--- config.mk ---
export PLATFORM = sky130hd
export DESIGN_NAME = ooo_core
export DESIGN_NICKNAME = d
export VERILOG_FILES = /design/src/rtl/ooo_pkg.sv /design/src/rtl/dispatch_buffer.sv /design/src/rtl/age_select.sv /design/src/rtl/issue_queue.sv /design/src/rtl/reg_file.sv /design/src/rtl/alu_exec.sv /design/src/rtl/ooo_core.sv
export SDC_FILE = /design/constraint.sdc
export NUM_CORES = 2
export LEC_CHECK = 0
export BUFFER_PORTS_ARGS = -buffer_cell sky130_fd_sc_hd__buf_4
export CORE_MARGIN = 2
export CORE_UTILIZATION = 50
export CTS_BUF_LIST = sky130_fd_sc_hd__clkbuf_16
export DETAILED_ROUTE_END_ITERATION = 12
export PLACE_DENSITY = 0.65
export SLEW_MARGIN = 20
export SYNTH_ARGS = -nofsm -noshare
export SYNTH_HDL_FRONTEND = slang
export SYNTH_SLANG_ARGS = --single-unit
export TNS_END_PERCENT = 5
--- constraint.sdc ---
create_clock -name clk -period 7.95 [get_ports clk]
set_input_delay 0.795 -clock clk [delete_from_list [all_inputs] [get_ports clk]]
set_output_delay 0.795 -clock clk [all_outputs]
set_load 0.03 [all_outputs]
--- src/rtl/ooo_pkg.sv ---
`default_nettype none

// shared sizes and alu function codes for the out-of-order execution slice
package ooo_pkg;

    // architectural register space
    localparam int REG_ADDR_LEN = 5;   // five address bits select one of 32 registers
    localparam int REG_NUM      = 32;  // register 0 is hardwired to zero
    localparam int DATA_WIDTH   = 32;  // register and result width

    // function code width, eight codes fill the whole space
    localparam int FUNC_WIDTH = 3;

    // arithmetic
    localparam logic [FUNC_WIDTH-1:0] ALU_ADD = 3'd0;  // a + b
    localparam logic [FUNC_WIDTH-1:0] ALU_SUB = 3'd1;  // a - b

    // bitwise logic
    localparam logic [FUNC_WIDTH-1:0] ALU_AND = 3'd2;
    localparam logic [FUNC_WIDTH-1:0] ALU_OR  = 3'd3;
    localparam logic [FUNC_WIDTH-1:0] ALU_XOR = 3'd4;

    // shifts take their amount from the low five bits of the second operand
    localparam logic [FUNC_WIDTH-1:0] ALU_SLL = 3'd5;  // logical left
    localparam logic [FUNC_WIDTH-1:0] ALU_SRL = 3'd6;  // logical right, zero fill

    // signed set-less-than gives 1 or 0
    localparam logic [FUNC_WIDTH-1:0] ALU_SLT = 3'd7;

endpackage

`default_nettype wire

--- src/rtl/dispatch_buffer.sv ---
`timescale 1ns/1ps
`default_nettype none

// in-order instruction fifo in front of the issue queue
// the head is popped into registered load outputs, one instruction per load pulse
module dispatch_buffer import ooo_pkg::*; #(
    parameter int FIFO_DEPTH = 4
) (
    input  wire                     clk,
    input  wire                     reset,
    input  wire                     disp_valid,
    input  wire  [FUNC_WIDTH-1:0]   func,
    input  wire  [REG_ADDR_LEN-1:0] dst,
    input  wire  [REG_ADDR_LEN-1:0] inp1,
    input  wire  [REG_ADDR_LEN-1:0] inp2,
    input  wire                     is_full,
    output logic                    disp_full,
    output logic                    load,
    output logic [FUNC_WIDTH-1:0]   load_func,
    output logic [REG_ADDR_LEN-1:0] load_dst,
    output logic [REG_ADDR_LEN-1:0] load_inp1,
    output logic [REG_ADDR_LEN-1:0] load_inp2
);
    localparam int PTR_W = (FIFO_DEPTH > 1) ? $clog2(FIFO_DEPTH) : 1;
    localparam int CNT_W = $clog2(FIFO_DEPTH + 1);  // count must reach FIFO_DEPTH itself

    logic [FUNC_WIDTH-1:0]   func_mem [FIFO_DEPTH];
    logic [REG_ADDR_LEN-1:0] dst_mem  [FIFO_DEPTH];
    logic [REG_ADDR_LEN-1:0] inp1_mem [FIFO_DEPTH];
    logic [REG_ADDR_LEN-1:0] inp2_mem [FIFO_DEPTH];
    logic [PTR_W-1:0]        rd_ptr;
    logic [PTR_W-1:0]        wr_ptr;
    logic [CNT_W-1:0]        count;
    logic                    push;
    logic                    pop;

    // pointers wrap at FIFO_DEPTH so a depth that is not a power of two also works
    function automatic logic [PTR_W-1:0] next_ptr(input logic [PTR_W-1:0] ptr);
        return (ptr == PTR_W'(FIFO_DEPTH - 1)) ? '0 : ptr + 1'b1;
    endfunction

    assign disp_full = (count == CNT_W'(FIFO_DEPTH));
    assign push      = disp_valid && !disp_full;  // source holds and retries while full
    // a load still in flight is not yet counted in is_full, so wait for it to land
    assign pop       = (count != '0) && !is_full && !load;

    always_ff @(posedge clk) begin
        if (push) begin
            func_mem[wr_ptr] <= func;
            dst_mem[wr_ptr]  <= dst;
            inp1_mem[wr_ptr] <= inp1;
            inp2_mem[wr_ptr] <= inp2;
        end
        if (pop) begin  // head fields are held until the next pop
            load_func <= func_mem[rd_ptr];
            load_dst  <= dst_mem[rd_ptr];
            load_inp1 <= inp1_mem[rd_ptr];
            load_inp2 <= inp2_mem[rd_ptr];
        end
    end

    always_ff @(posedge clk) begin
        if (reset) begin
            rd_ptr <= '0;
            wr_ptr <= '0;
            count  <= '0;
            load   <= 1'b0;
        end else begin
            load <= pop;  // one cycle pulse per popped instruction
            if (push) wr_ptr <= next_ptr(wr_ptr);
            if (pop) rd_ptr <= next_ptr(rd_ptr);
            count <= count + CNT_W'(push) - CNT_W'(pop);
        end
    end

endmodule

`default_nettype wire

--- src/rtl/age_select.sv ---
`timescale 1ns/1ps
`default_nettype none

// oldest-ready picker for the issue queue
// a smaller age rank means an older entry, and ranks of valid entries never repeat
module age_select #(
    parameter  int NUM_ENTRIES = 4,
    localparam int AGE_W       = (NUM_ENTRIES > 1) ? $clog2(NUM_ENTRIES) : 1,
    localparam int IDX_W       = AGE_W  // one slot per rank, so index and rank share a width
) (
    input  wire  [NUM_ENTRIES-1:0]       ready_flags,  // valid and both sources ready
    input  wire  [NUM_ENTRIES*AGE_W-1:0] ages,         // rank of entry i at bits i*AGE_W
    output logic                         exist_ready,
    output logic [IDX_W-1:0]             sel_idx,
    output logic [AGE_W-1:0]             sel_age
);

    // linear scan over all slots
    // the first ready entry is always taken, later ones only if strictly older
    always_comb begin
        exist_ready = 1'b0;
        sel_idx     = '0;
        sel_age     = '0;
        for (int i = 0; i < NUM_ENTRIES; i++) begin
            if (ready_flags[i] && (!exist_ready || (ages[i*AGE_W +: AGE_W] < sel_age))) begin
                exist_ready = 1'b1;
                sel_idx     = IDX_W'(i);
                sel_age     = ages[i*AGE_W +: AGE_W];  // queue uses this to shift younger ranks
            end
        end
    end

    // with no ready entry the index and rank stay zero and exist_ready stays low,
    // the queue then neither issues nor frees a slot

endmodule

`default_nettype wire

--- src/rtl/issue_queue.sv ---
`timescale 1ns/1ps
`default_nettype none

// reservation station for register-to-register alu instructions
// sources take their readiness from a per-register ready table at load time,
// and the destination of an issued entry wakes its dependants at the same edge
module issue_queue import ooo_pkg::*; #(
    parameter int NUM_ENTRIES = 4
) (
    input  wire                     clk,
    input  wire                     reset,
    input  wire                     load,      // one instruction from dispatch, never while full
    input  wire                     issue,     // level request to send the oldest ready entry
    input  wire  [FUNC_WIDTH-1:0]   insn,
    input  wire  [REG_ADDR_LEN-1:0] inp1,
    input  wire  [REG_ADDR_LEN-1:0] inp2,
    input  wire  [REG_ADDR_LEN-1:0] dst,
    output logic                    issue_ready,  // outputs below are valid for this cycle
    output logic                    is_full,
    output logic [FUNC_WIDTH-1:0]   insn_out,
    output logic [REG_ADDR_LEN-1:0] inp1_out,
    output logic [REG_ADDR_LEN-1:0] inp2_out,
    output logic [REG_ADDR_LEN-1:0] dst_out
);
    localparam int AGE_W = (NUM_ENTRIES > 1) ? $clog2(NUM_ENTRIES) : 1;
    localparam int CNT_W = $clog2(NUM_ENTRIES + 1);

    // entry state, one bit or field per slot
    logic [NUM_ENTRIES-1:0]  valid;
    logic [NUM_ENTRIES-1:0]  ready1;
    logic [NUM_ENTRIES-1:0]  ready2;
    logic [FUNC_WIDTH-1:0]   func_q [NUM_ENTRIES];
    logic [REG_ADDR_LEN-1:0] src1_q [NUM_ENTRIES];
    logic [REG_ADDR_LEN-1:0] src2_q [NUM_ENTRIES];
    logic [REG_ADDR_LEN-1:0] dst_q  [NUM_ENTRIES];
    logic [AGE_W-1:0]        age_q  [NUM_ENTRIES];  // 0 is the oldest valid entry
    logic [REG_NUM-1:0]      ready_table;           // bit r low while a writer of r is queued

    logic [CNT_W-1:0]             occupancy;
    logic [AGE_W-1:0]             free_idx;
    logic [AGE_W-1:0]             new_age;
    logic [NUM_ENTRIES-1:0]       ready_flags;
    logic [NUM_ENTRIES*AGE_W-1:0] ages_flat;
    logic                         exist_ready;
    logic [AGE_W-1:0]             sel_idx;
    logic [AGE_W-1:0]             sel_age;
    logic                         do_issue;
    logic [REG_ADDR_LEN-1:0]      iss_dst;
    logic                         new_ready1;
    logic                         new_ready2;

    // occupancy count and lowest free slot
    // scanning downward leaves the lowest free index as the last one written
    always_comb begin
        occupancy = '0;
        free_idx  = '0;
        for (int i = NUM_ENTRIES - 1; i >= 0; i--) begin
            occupancy = occupancy + CNT_W'(valid[i]);
            if (!valid[i]) free_idx = AGE_W'(i);
        end
    end

    assign is_full = (occupancy == CNT_W'(NUM_ENTRIES));

    always_comb begin
        for (int i = 0; i < NUM_ENTRIES; i++) begin
            ready_flags[i]               = valid[i] && ready1[i] && ready2[i];
            ages_flat[i*AGE_W +: AGE_W]  = age_q[i];
        end
    end

    age_select #(
        .NUM_ENTRIES (NUM_ENTRIES)
    ) age_select_i (
        .ready_flags (ready_flags),
        .ages        (ages_flat),
        .exist_ready (exist_ready),
        .sel_idx     (sel_idx),
        .sel_age     (sel_age)
    );

    assign do_issue = issue && exist_ready;
    assign iss_dst  = dst_q[sel_idx];

    // a new entry is the youngest, its rank drops by one if an older one leaves now
    assign new_age = do_issue ? AGE_W'(occupancy - 1'b1) : AGE_W'(occupancy);

    // bypass the wakeup of this edge, otherwise a consumer loaded together with
    // its producer's issue would miss the ready table update and never wake
    assign new_ready1 = ready_table[inp1] || (do_issue && (iss_dst == inp1));
    assign new_ready2 = ready_table[inp2] || (do_issue && (iss_dst == inp2));

    always_ff @(posedge clk) begin
        if (reset) begin
            valid       <= '0;
            ready1      <= '0;
            ready2      <= '0;
            ready_table <= '1;  // nothing in flight, every register readable
            issue_ready <= 1'b0;
            for (int i = 0; i < NUM_ENTRIES; i++) begin
                age_q[i] <= '0;
            end
        end else begin
            issue_ready <= do_issue;
            if (do_issue) begin
                valid[sel_idx]       <= 1'b0;
                ready_table[iss_dst] <= 1'b1;  // result is written back one cycle later
                for (int i = 0; i < NUM_ENTRIES; i++) begin
                    if (valid[i] && (age_q[i] > sel_age)) age_q[i] <= age_q[i] - 1'b1;
                    // both sources are checked, an entry may read the same register twice
                    if (valid[i] && (src1_q[i] == iss_dst)) ready1[i] <= 1'b1;
                    if (valid[i] && (src2_q[i] == iss_dst)) ready2[i] <= 1'b1;
                end
            end
            if (load) begin  // the free slot differs from the issued one, both may happen
                valid[free_idx]  <= 1'b1;
                ready1[free_idx] <= new_ready1;
                ready2[free_idx] <= new_ready2;
                age_q[free_idx]  <= new_age;
                ready_table[dst] <= (dst == '0);  // register 0 never waits on a writer
            end
        end
    end

    // instruction fields and issue outputs
    always_ff @(posedge clk) begin
        if (load) begin
            func_q[free_idx] <= insn;
            src1_q[free_idx] <= inp1;
            src2_q[free_idx] <= inp2;
            dst_q[free_idx]  <= dst;
        end
        if (do_issue) begin
            insn_out <= func_q[sel_idx];
            inp1_out <= src1_q[sel_idx];
            inp2_out <= src2_q[sel_idx];
            dst_out  <= iss_dst;
        end
    end

endmodule

`default_nettype wire

--- src/rtl/reg_file.sv ---
`timescale 1ns/1ps
`default_nettype none

// architectural register file, two combinational reads and one write
// reads see the old value during the write cycle and the new one after the edge
module reg_file import ooo_pkg::*; (
    input  wire                     clk,
    input  wire                     reset,
    input  wire  [REG_ADDR_LEN-1:0] rd_addr1,
    input  wire  [REG_ADDR_LEN-1:0] rd_addr2,
    input  wire                     wr_en,
    input  wire  [REG_ADDR_LEN-1:0] wr_addr,
    input  wire  [DATA_WIDTH-1:0]   wr_data,
    output logic [DATA_WIDTH-1:0]   rd_data1,
    output logic [DATA_WIDTH-1:0]   rd_data2
);

    logic [DATA_WIDTH-1:0] regs [REG_NUM];

    // start state is register r holding r, so register 0 starts at zero too
    always_ff @(posedge clk) begin
        if (reset) begin
            for (int i = 0; i < REG_NUM; i++) begin
                regs[i] <= DATA_WIDTH'(i);
            end
        end else if (wr_en && (wr_addr != '0)) begin
            regs[wr_addr] <= wr_data;  // writes to register 0 are dropped
        end
    end

    // register 0 reads zero because it is reset to zero and never written
    assign rd_data1 = regs[rd_addr1];
    assign rd_data2 = regs[rd_addr2];

    // no write-to-read bypass is needed
    // a consumer issues at the earliest one edge after its producer left the
    // queue, and by then the producer's write-back edge has passed

endmodule

`default_nettype wire

--- src/rtl/alu_exec.sv ---
`timescale 1ns/1ps
`default_nettype none

// single-cycle integer alu
// computes during the issue_ready cycle, writes back at the next edge and
// reports the same result on the registered result outputs
module alu_exec import ooo_pkg::*; (
    input  wire                     clk,
    input  wire                     reset,
    input  wire                     issue_ready,  // func, dst and operands valid this cycle
    input  wire  [FUNC_WIDTH-1:0]   func,
    input  wire  [REG_ADDR_LEN-1:0] dst,
    input  wire  [DATA_WIDTH-1:0]   opa,
    input  wire  [DATA_WIDTH-1:0]   opb,
    output logic                    wr_en,
    output logic [REG_ADDR_LEN-1:0] wr_addr,
    output logic [DATA_WIDTH-1:0]   wr_data,
    output logic                    result_valid,
    output logic [REG_ADDR_LEN-1:0] result_dst,
    output logic [DATA_WIDTH-1:0]   result_data
);
    localparam int SHAMT_W = $clog2(DATA_WIDTH);  // five bits for a 32-bit datapath

    logic [DATA_WIDTH-1:0] alu_out;
    logic [SHAMT_W-1:0]    shamt;

    assign shamt = opb[SHAMT_W-1:0];

    always_comb begin
        case (func)
            ALU_ADD: alu_out = opa + opb;
            ALU_SUB: alu_out = opa - opb;
            ALU_AND: alu_out = opa & opb;
            ALU_OR:  alu_out = opa | opb;
            ALU_XOR: alu_out = opa ^ opb;
            ALU_SLL: alu_out = opa << shamt;
            ALU_SRL: alu_out = opa >> shamt;  // logical, zeros shifted in
            ALU_SLT: alu_out = ($signed(opa) < $signed(opb)) ? DATA_WIDTH'(1) : '0;
            default: alu_out = '0;
        endcase
    end

    // write-back is driven straight from the issue cycle
    assign wr_en   = issue_ready;
    assign wr_addr = dst;
    assign wr_data = alu_out;

    always_ff @(posedge clk) begin
        if (reset) begin
            result_valid <= 1'b0;
        end else begin
            result_valid <= issue_ready;  // lands at the same edge as the register write
        end
    end

    always_ff @(posedge clk) begin
        if (issue_ready) begin
            result_dst  <= dst;
            result_data <= alu_out;  // a write to register 0 is still reported as computed
        end
    end

endmodule

`default_nettype wire

--- src/rtl/ooo_core.sv ---
`timescale 1ns/1ps
`default_nettype none

// execution slice top: dispatch buffer, issue queue, register file and alu
module ooo_core import ooo_pkg::*; #(
    parameter int NUM_ENTRIES = 4,  // issue queue depth
    parameter int FIFO_DEPTH  = 4   // dispatch buffer depth
) (
    input  wire                     clk,
    input  wire                     reset,
    input  wire                     disp_valid,
    input  wire  [FUNC_WIDTH-1:0]   func,
    input  wire  [REG_ADDR_LEN-1:0] dst,
    input  wire  [REG_ADDR_LEN-1:0] inp1,
    input  wire  [REG_ADDR_LEN-1:0] inp2,
    input  wire                     issue,
    output logic                    disp_full,
    output logic                    result_valid,
    output logic [REG_ADDR_LEN-1:0] result_dst,
    output logic [DATA_WIDTH-1:0]   result_data
);
    // dispatch to queue
    logic                    load;
    logic                    is_full;
    logic [FUNC_WIDTH-1:0]   load_func;
    logic [REG_ADDR_LEN-1:0] load_dst, load_inp1, load_inp2;
    // queue to register file and alu
    logic                    issue_ready;
    logic [FUNC_WIDTH-1:0]   insn_out;
    logic [REG_ADDR_LEN-1:0] inp1_out, inp2_out, dst_out;
    // operands and write-back
    logic [DATA_WIDTH-1:0]   rd_data1, rd_data2;
    logic                    wr_en;
    logic [REG_ADDR_LEN-1:0] wr_addr;
    logic [DATA_WIDTH-1:0]   wr_data;

    dispatch_buffer #(.FIFO_DEPTH(FIFO_DEPTH)) dispatch_buffer_i (
        .clk(clk), .reset(reset), .disp_valid(disp_valid), .func(func), .dst(dst),
        .inp1(inp1), .inp2(inp2), .is_full(is_full), .disp_full(disp_full), .load(load),
        .load_func(load_func), .load_dst(load_dst), .load_inp1(load_inp1),
        .load_inp2(load_inp2)
    );

    issue_queue #(.NUM_ENTRIES(NUM_ENTRIES)) issue_queue_i (
        .clk(clk), .reset(reset), .load(load), .issue(issue), .insn(load_func),
        .inp1(load_inp1), .inp2(load_inp2), .dst(load_dst), .issue_ready(issue_ready),
        .is_full(is_full), .insn_out(insn_out), .inp1_out(inp1_out), .inp2_out(inp2_out),
        .dst_out(dst_out)
    );

    reg_file reg_file_i (
        .clk(clk), .reset(reset), .rd_addr1(inp1_out), .rd_addr2(inp2_out), .wr_en(wr_en),
        .wr_addr(wr_addr), .wr_data(wr_data), .rd_data1(rd_data1), .rd_data2(rd_data2)
    );

    alu_exec alu_exec_i (
        .clk(clk), .reset(reset), .issue_ready(issue_ready), .func(insn_out), .dst(dst_out),
        .opa(rd_data1), .opb(rd_data2), .wr_en(wr_en), .wr_addr(wr_addr), .wr_data(wr_data),
        .result_valid(result_valid), .result_dst(result_dst), .result_data(result_data)
    );

endmodule

`default_nettype wire

==> run_results.csv <==
group,metric,value,unit
outcome,status,"finished clean",
yosys,synth_common_cells,"edfxtp_1, nor2_1, mux4_2",
placed_design,dp_hpwl,172000,microns
global_route,globalRouteTotalUtil,36.9,%
worst_hold_path,hold_start,"inp1[4]",
placed_design,place_inst,7377,
clock_tree,clockRootBuffer,"clkbuf_16",
yosys,synth.distinct_cells,90,
global_route,grt_pass1_wl,383000,microns
yosys,ys_seq_area_share,53.6,%
critical_path,r2r_cells,21,
critical_path,worstSetupStartpointType,"register",
timing,slew_violations,0,
timing,hold_viol_final,0,
timing,setup_tns,0,ns
route,routedWlPerCell,35.8,microns
yosys,netlist_area,72000,sq um
power,ir_drop,0.000218,V
final_layout,post-route-util,56.1,%
yosys,synth_seq_cells,1303,
clock_tree,cts_tree,"done",
timing,worst_clock_skew,0.0587,ns
power,pwr_density_cell,207,nW/um^2
clock_tree,hold_buffers,0,
yosys,syn_avg_cell_area,12.8,sq um
final_layout,area_growth,11.6,%
yosys,async_flop_share,0,%
run,maxCapViolations,0,
route,drt_iter0_drc,8186,
clock_tree,clock_latency,0.83,ns
route,routed_via_density,6.98,
critical_path,worstSetupEndpointType,"register",
timing,slew_headroom,21.3,%
die,die_w,384,microns
final_layout,layout.nets,5762,
critical_path,critPathRequiredTime,8.46,ns
critical_path,timing.rr.start,"issue_queue_i.inp2_out[0]",
clock_tree,cts_sinks,1303,
timing,holdWs,0.175,ns
critical_path,reg2reg_to,"reg_file_i.regs[20][31]",
final_layout,nFillCells,11700,
route,ant_nets,0,
timing,min_period_over_period,91.4,%
worst_hold_path,min_to,"dispatch_buffer_i.inp1_mem[2][4]",
yosys,syn_inst,5616,
route,dr.pass1.iters,6,
power,p_leak,29.0,nW
yosys,synth_most_common_cell,"edfxtp_1",
yosys,yosysTopAreaCellShare,52.1,%
clock_tree,clkTransAtPathRegs,0.06,ns
die,core,143000,sq um
timing,worstMarginPinSlew,1.17,ns
critical_path,critical_path.max_fanout,32,
clock_tree,cts_setup_buffers,0,
critical_path,reg2reg_slack,0.68,ns
die,dieArea,147000,sq um
timing,setup_viol,0,
clock_tree,h-tree-depth,4,
global_route,grt_max_degree,64,
critical_path,worstSetupPathType,"register to register",
worst_hold_path,hold_class,"input pin to register",
global_route,grt_pass1_vias,52000,
global_route,grt_overflow_total,0,
timing,grt_setup_unrepaired,"false",
clock_tree,postCtsResizedCells,0,
final_layout,layout-drive-gt1-share,20.9,%
yosys,synth_edf_count,1249,
timing,fmax,0.138,GHz
die,rows,139,
clock_tree,cts_made_buffers,142,
yosys,synth_top_area_cell,"edfxtp_1",
yosys,yosys-top-cells-area,"edfxtp_1, mux4_2, mux2i_1",
global_route,antenna_found_initial,5,
critical_path,worstPathArrival,7.78,ns
yosys,ys.warnings.count,0,
yosys,synth_ff_type,"edfxtp_1",
die,die_y,384,microns
die,initial_utilization,50.3,%
timing,setup_slack,0.682,ns
route,drc,0,
clock_tree,cts_max_path_buffers,3,
timing,finalCriticalPeriod,7.27,ns
placed_design,port_buffers,60,
critical_path,critPathLaunch,"issue_queue_i.inp2_out[0]",
placed_design,gp_congestion,1.01,
worst_hold_path,holdPathStages,1,
route,via_count,53300,
die,ioPinCount,61,
placed_design,pre_cts_slack,1.01,ns
final_layout,fin_cells,7640,
route,drt_wl_total,273000,microns
-- worst max-delay path, cell delays in order (launching register included) --
cell	delay (ns)
edfxtp_1	0.60
buf_12	0.24
buf_4	0.23
buf_4	0.28
mux4_2	0.55
mux4_2	0.57
mux2i_4	0.44
inv_1	0.25
ha_1	0.33
nor2_1	0.11
o21ai_0	0.12
a21oi_1	0.77
a21oi_1	0.23
buf_4	0.21
o31ai_1	0.43
a211oi_1	0.16
o21ai_0	0.26
nor2_1	0.07
a211o_1	0.31
a221oi_4	0.24
buf_4	0.38
nor2_1	0.10
-- state kept, by name, indices dropped and copies added (netlist names), 8 cells and up --
signal,count
issue_queue_i.src2_q,20
reg_file_i.regs,1024
alu_exec_i.result_data,32
issue_queue_i.src1_q,20
issue_queue_i.age_q,8
issue_queue_i.dst_q,20
dispatch_buffer_i.func_mem,12
dispatch_buffer_i.inp2_mem,20
issue_queue_i.ready_table,32
dispatch_buffer_i.inp1_mem,20
dispatch_buffer_i.dst_mem,20
issue_queue_i.func_q,12
-- worst max-delay path by stage --
| stage | endpoint | slack (ns) | depth (start not counted) |
|---|---|---|---|
| 3_3_place_gp | reg_file_i.regs[30][31] | 1.11 | 21 |
| 5_1_grt | reg_file_i.regs[30][31] | 0.57 | 21 |
| 3_5_place_dp | reg_file_i.regs[20][31] | 1.01 | 21 |
| 6_report | reg_file_i.regs[20][31] | 0.68 | 21 |
| 2_1_floorplan | reg_file_i.regs[16][26] | 1.56 | 22 |
| 4_1_cts | reg_file_i.regs[20][31] | 0.93 | 21 |
-- kinds of logic after synthesis --
family	synth area share [%]
simple gates	10.1
flops	53.6
mux	21.9
compound gates	7.50
buf+inv	3.90
fa+ha+maj	2.16
xor+xnor	0.839
other cells	0.00521
-- cells in the final DEF, fill, tap and decap left out, types with 42 or more instances in the layout --
cell / count
a21oi_1: 156
buf_4: 285
ha_1: 117
edfxtp_1: 1249
mux2_2: 42
dfxtp_1: 53
mux2i_1: 428
a22oi_1: 214
clkbuf_16: 142
nand2_1: 213
nor2_1: 1110
nand3_1: 124
o21bai_1: 45
mux4_2: 487
inv_1: 188
xnor2_1: 53
o21ai_0: 56
-- metrics by stage --
step,instance area [sq um],power [mW]
4_1_cts,80300,16.6
6_report,80400,16.7
3_5_place_dp,75700,10.2
3_3_place_gp,75700,10.2
2_1_floorplan,72100,9.45
5_1_grt,80400,17.1
-- area by class of cell --
class                      instances  area, sq um  area share, %
clock inverter                   118         1080           1.34
multi-input combinational       3677        31300           38.9
sequential                      1303        38600           48.0
antenna                            2         5.00        0.00623
timing repair buffer             320         2850           3.54
tap                             1903         2380           2.96
inverter                         175          657          0.817
clock buffer                     142         3550           4.42
-- routing by layer --
| layer | track usage (%) | wire length (microns) | vias to the layer above |
|---|---|---|---|
| met5 | 0 | 13 | - |
| met4 | 20.0 | 16900 | 2 |
| met3 | 11.2 | 36200 | 889 |
| met2 | 55.6 | 122000 | 4114 |
| met1 | 47.9 | 97800 | 26900 |
| li1 | - | - | 21400 |
-- report_power, final --
group          internal (mW)  leakage (nW)  switching [mW]
registers               7.95          12.8           0.372
clock network           3.61          2.37            2.95
logic                  0.661          13.8            1.12
Power figures use the tool's default switching activity.
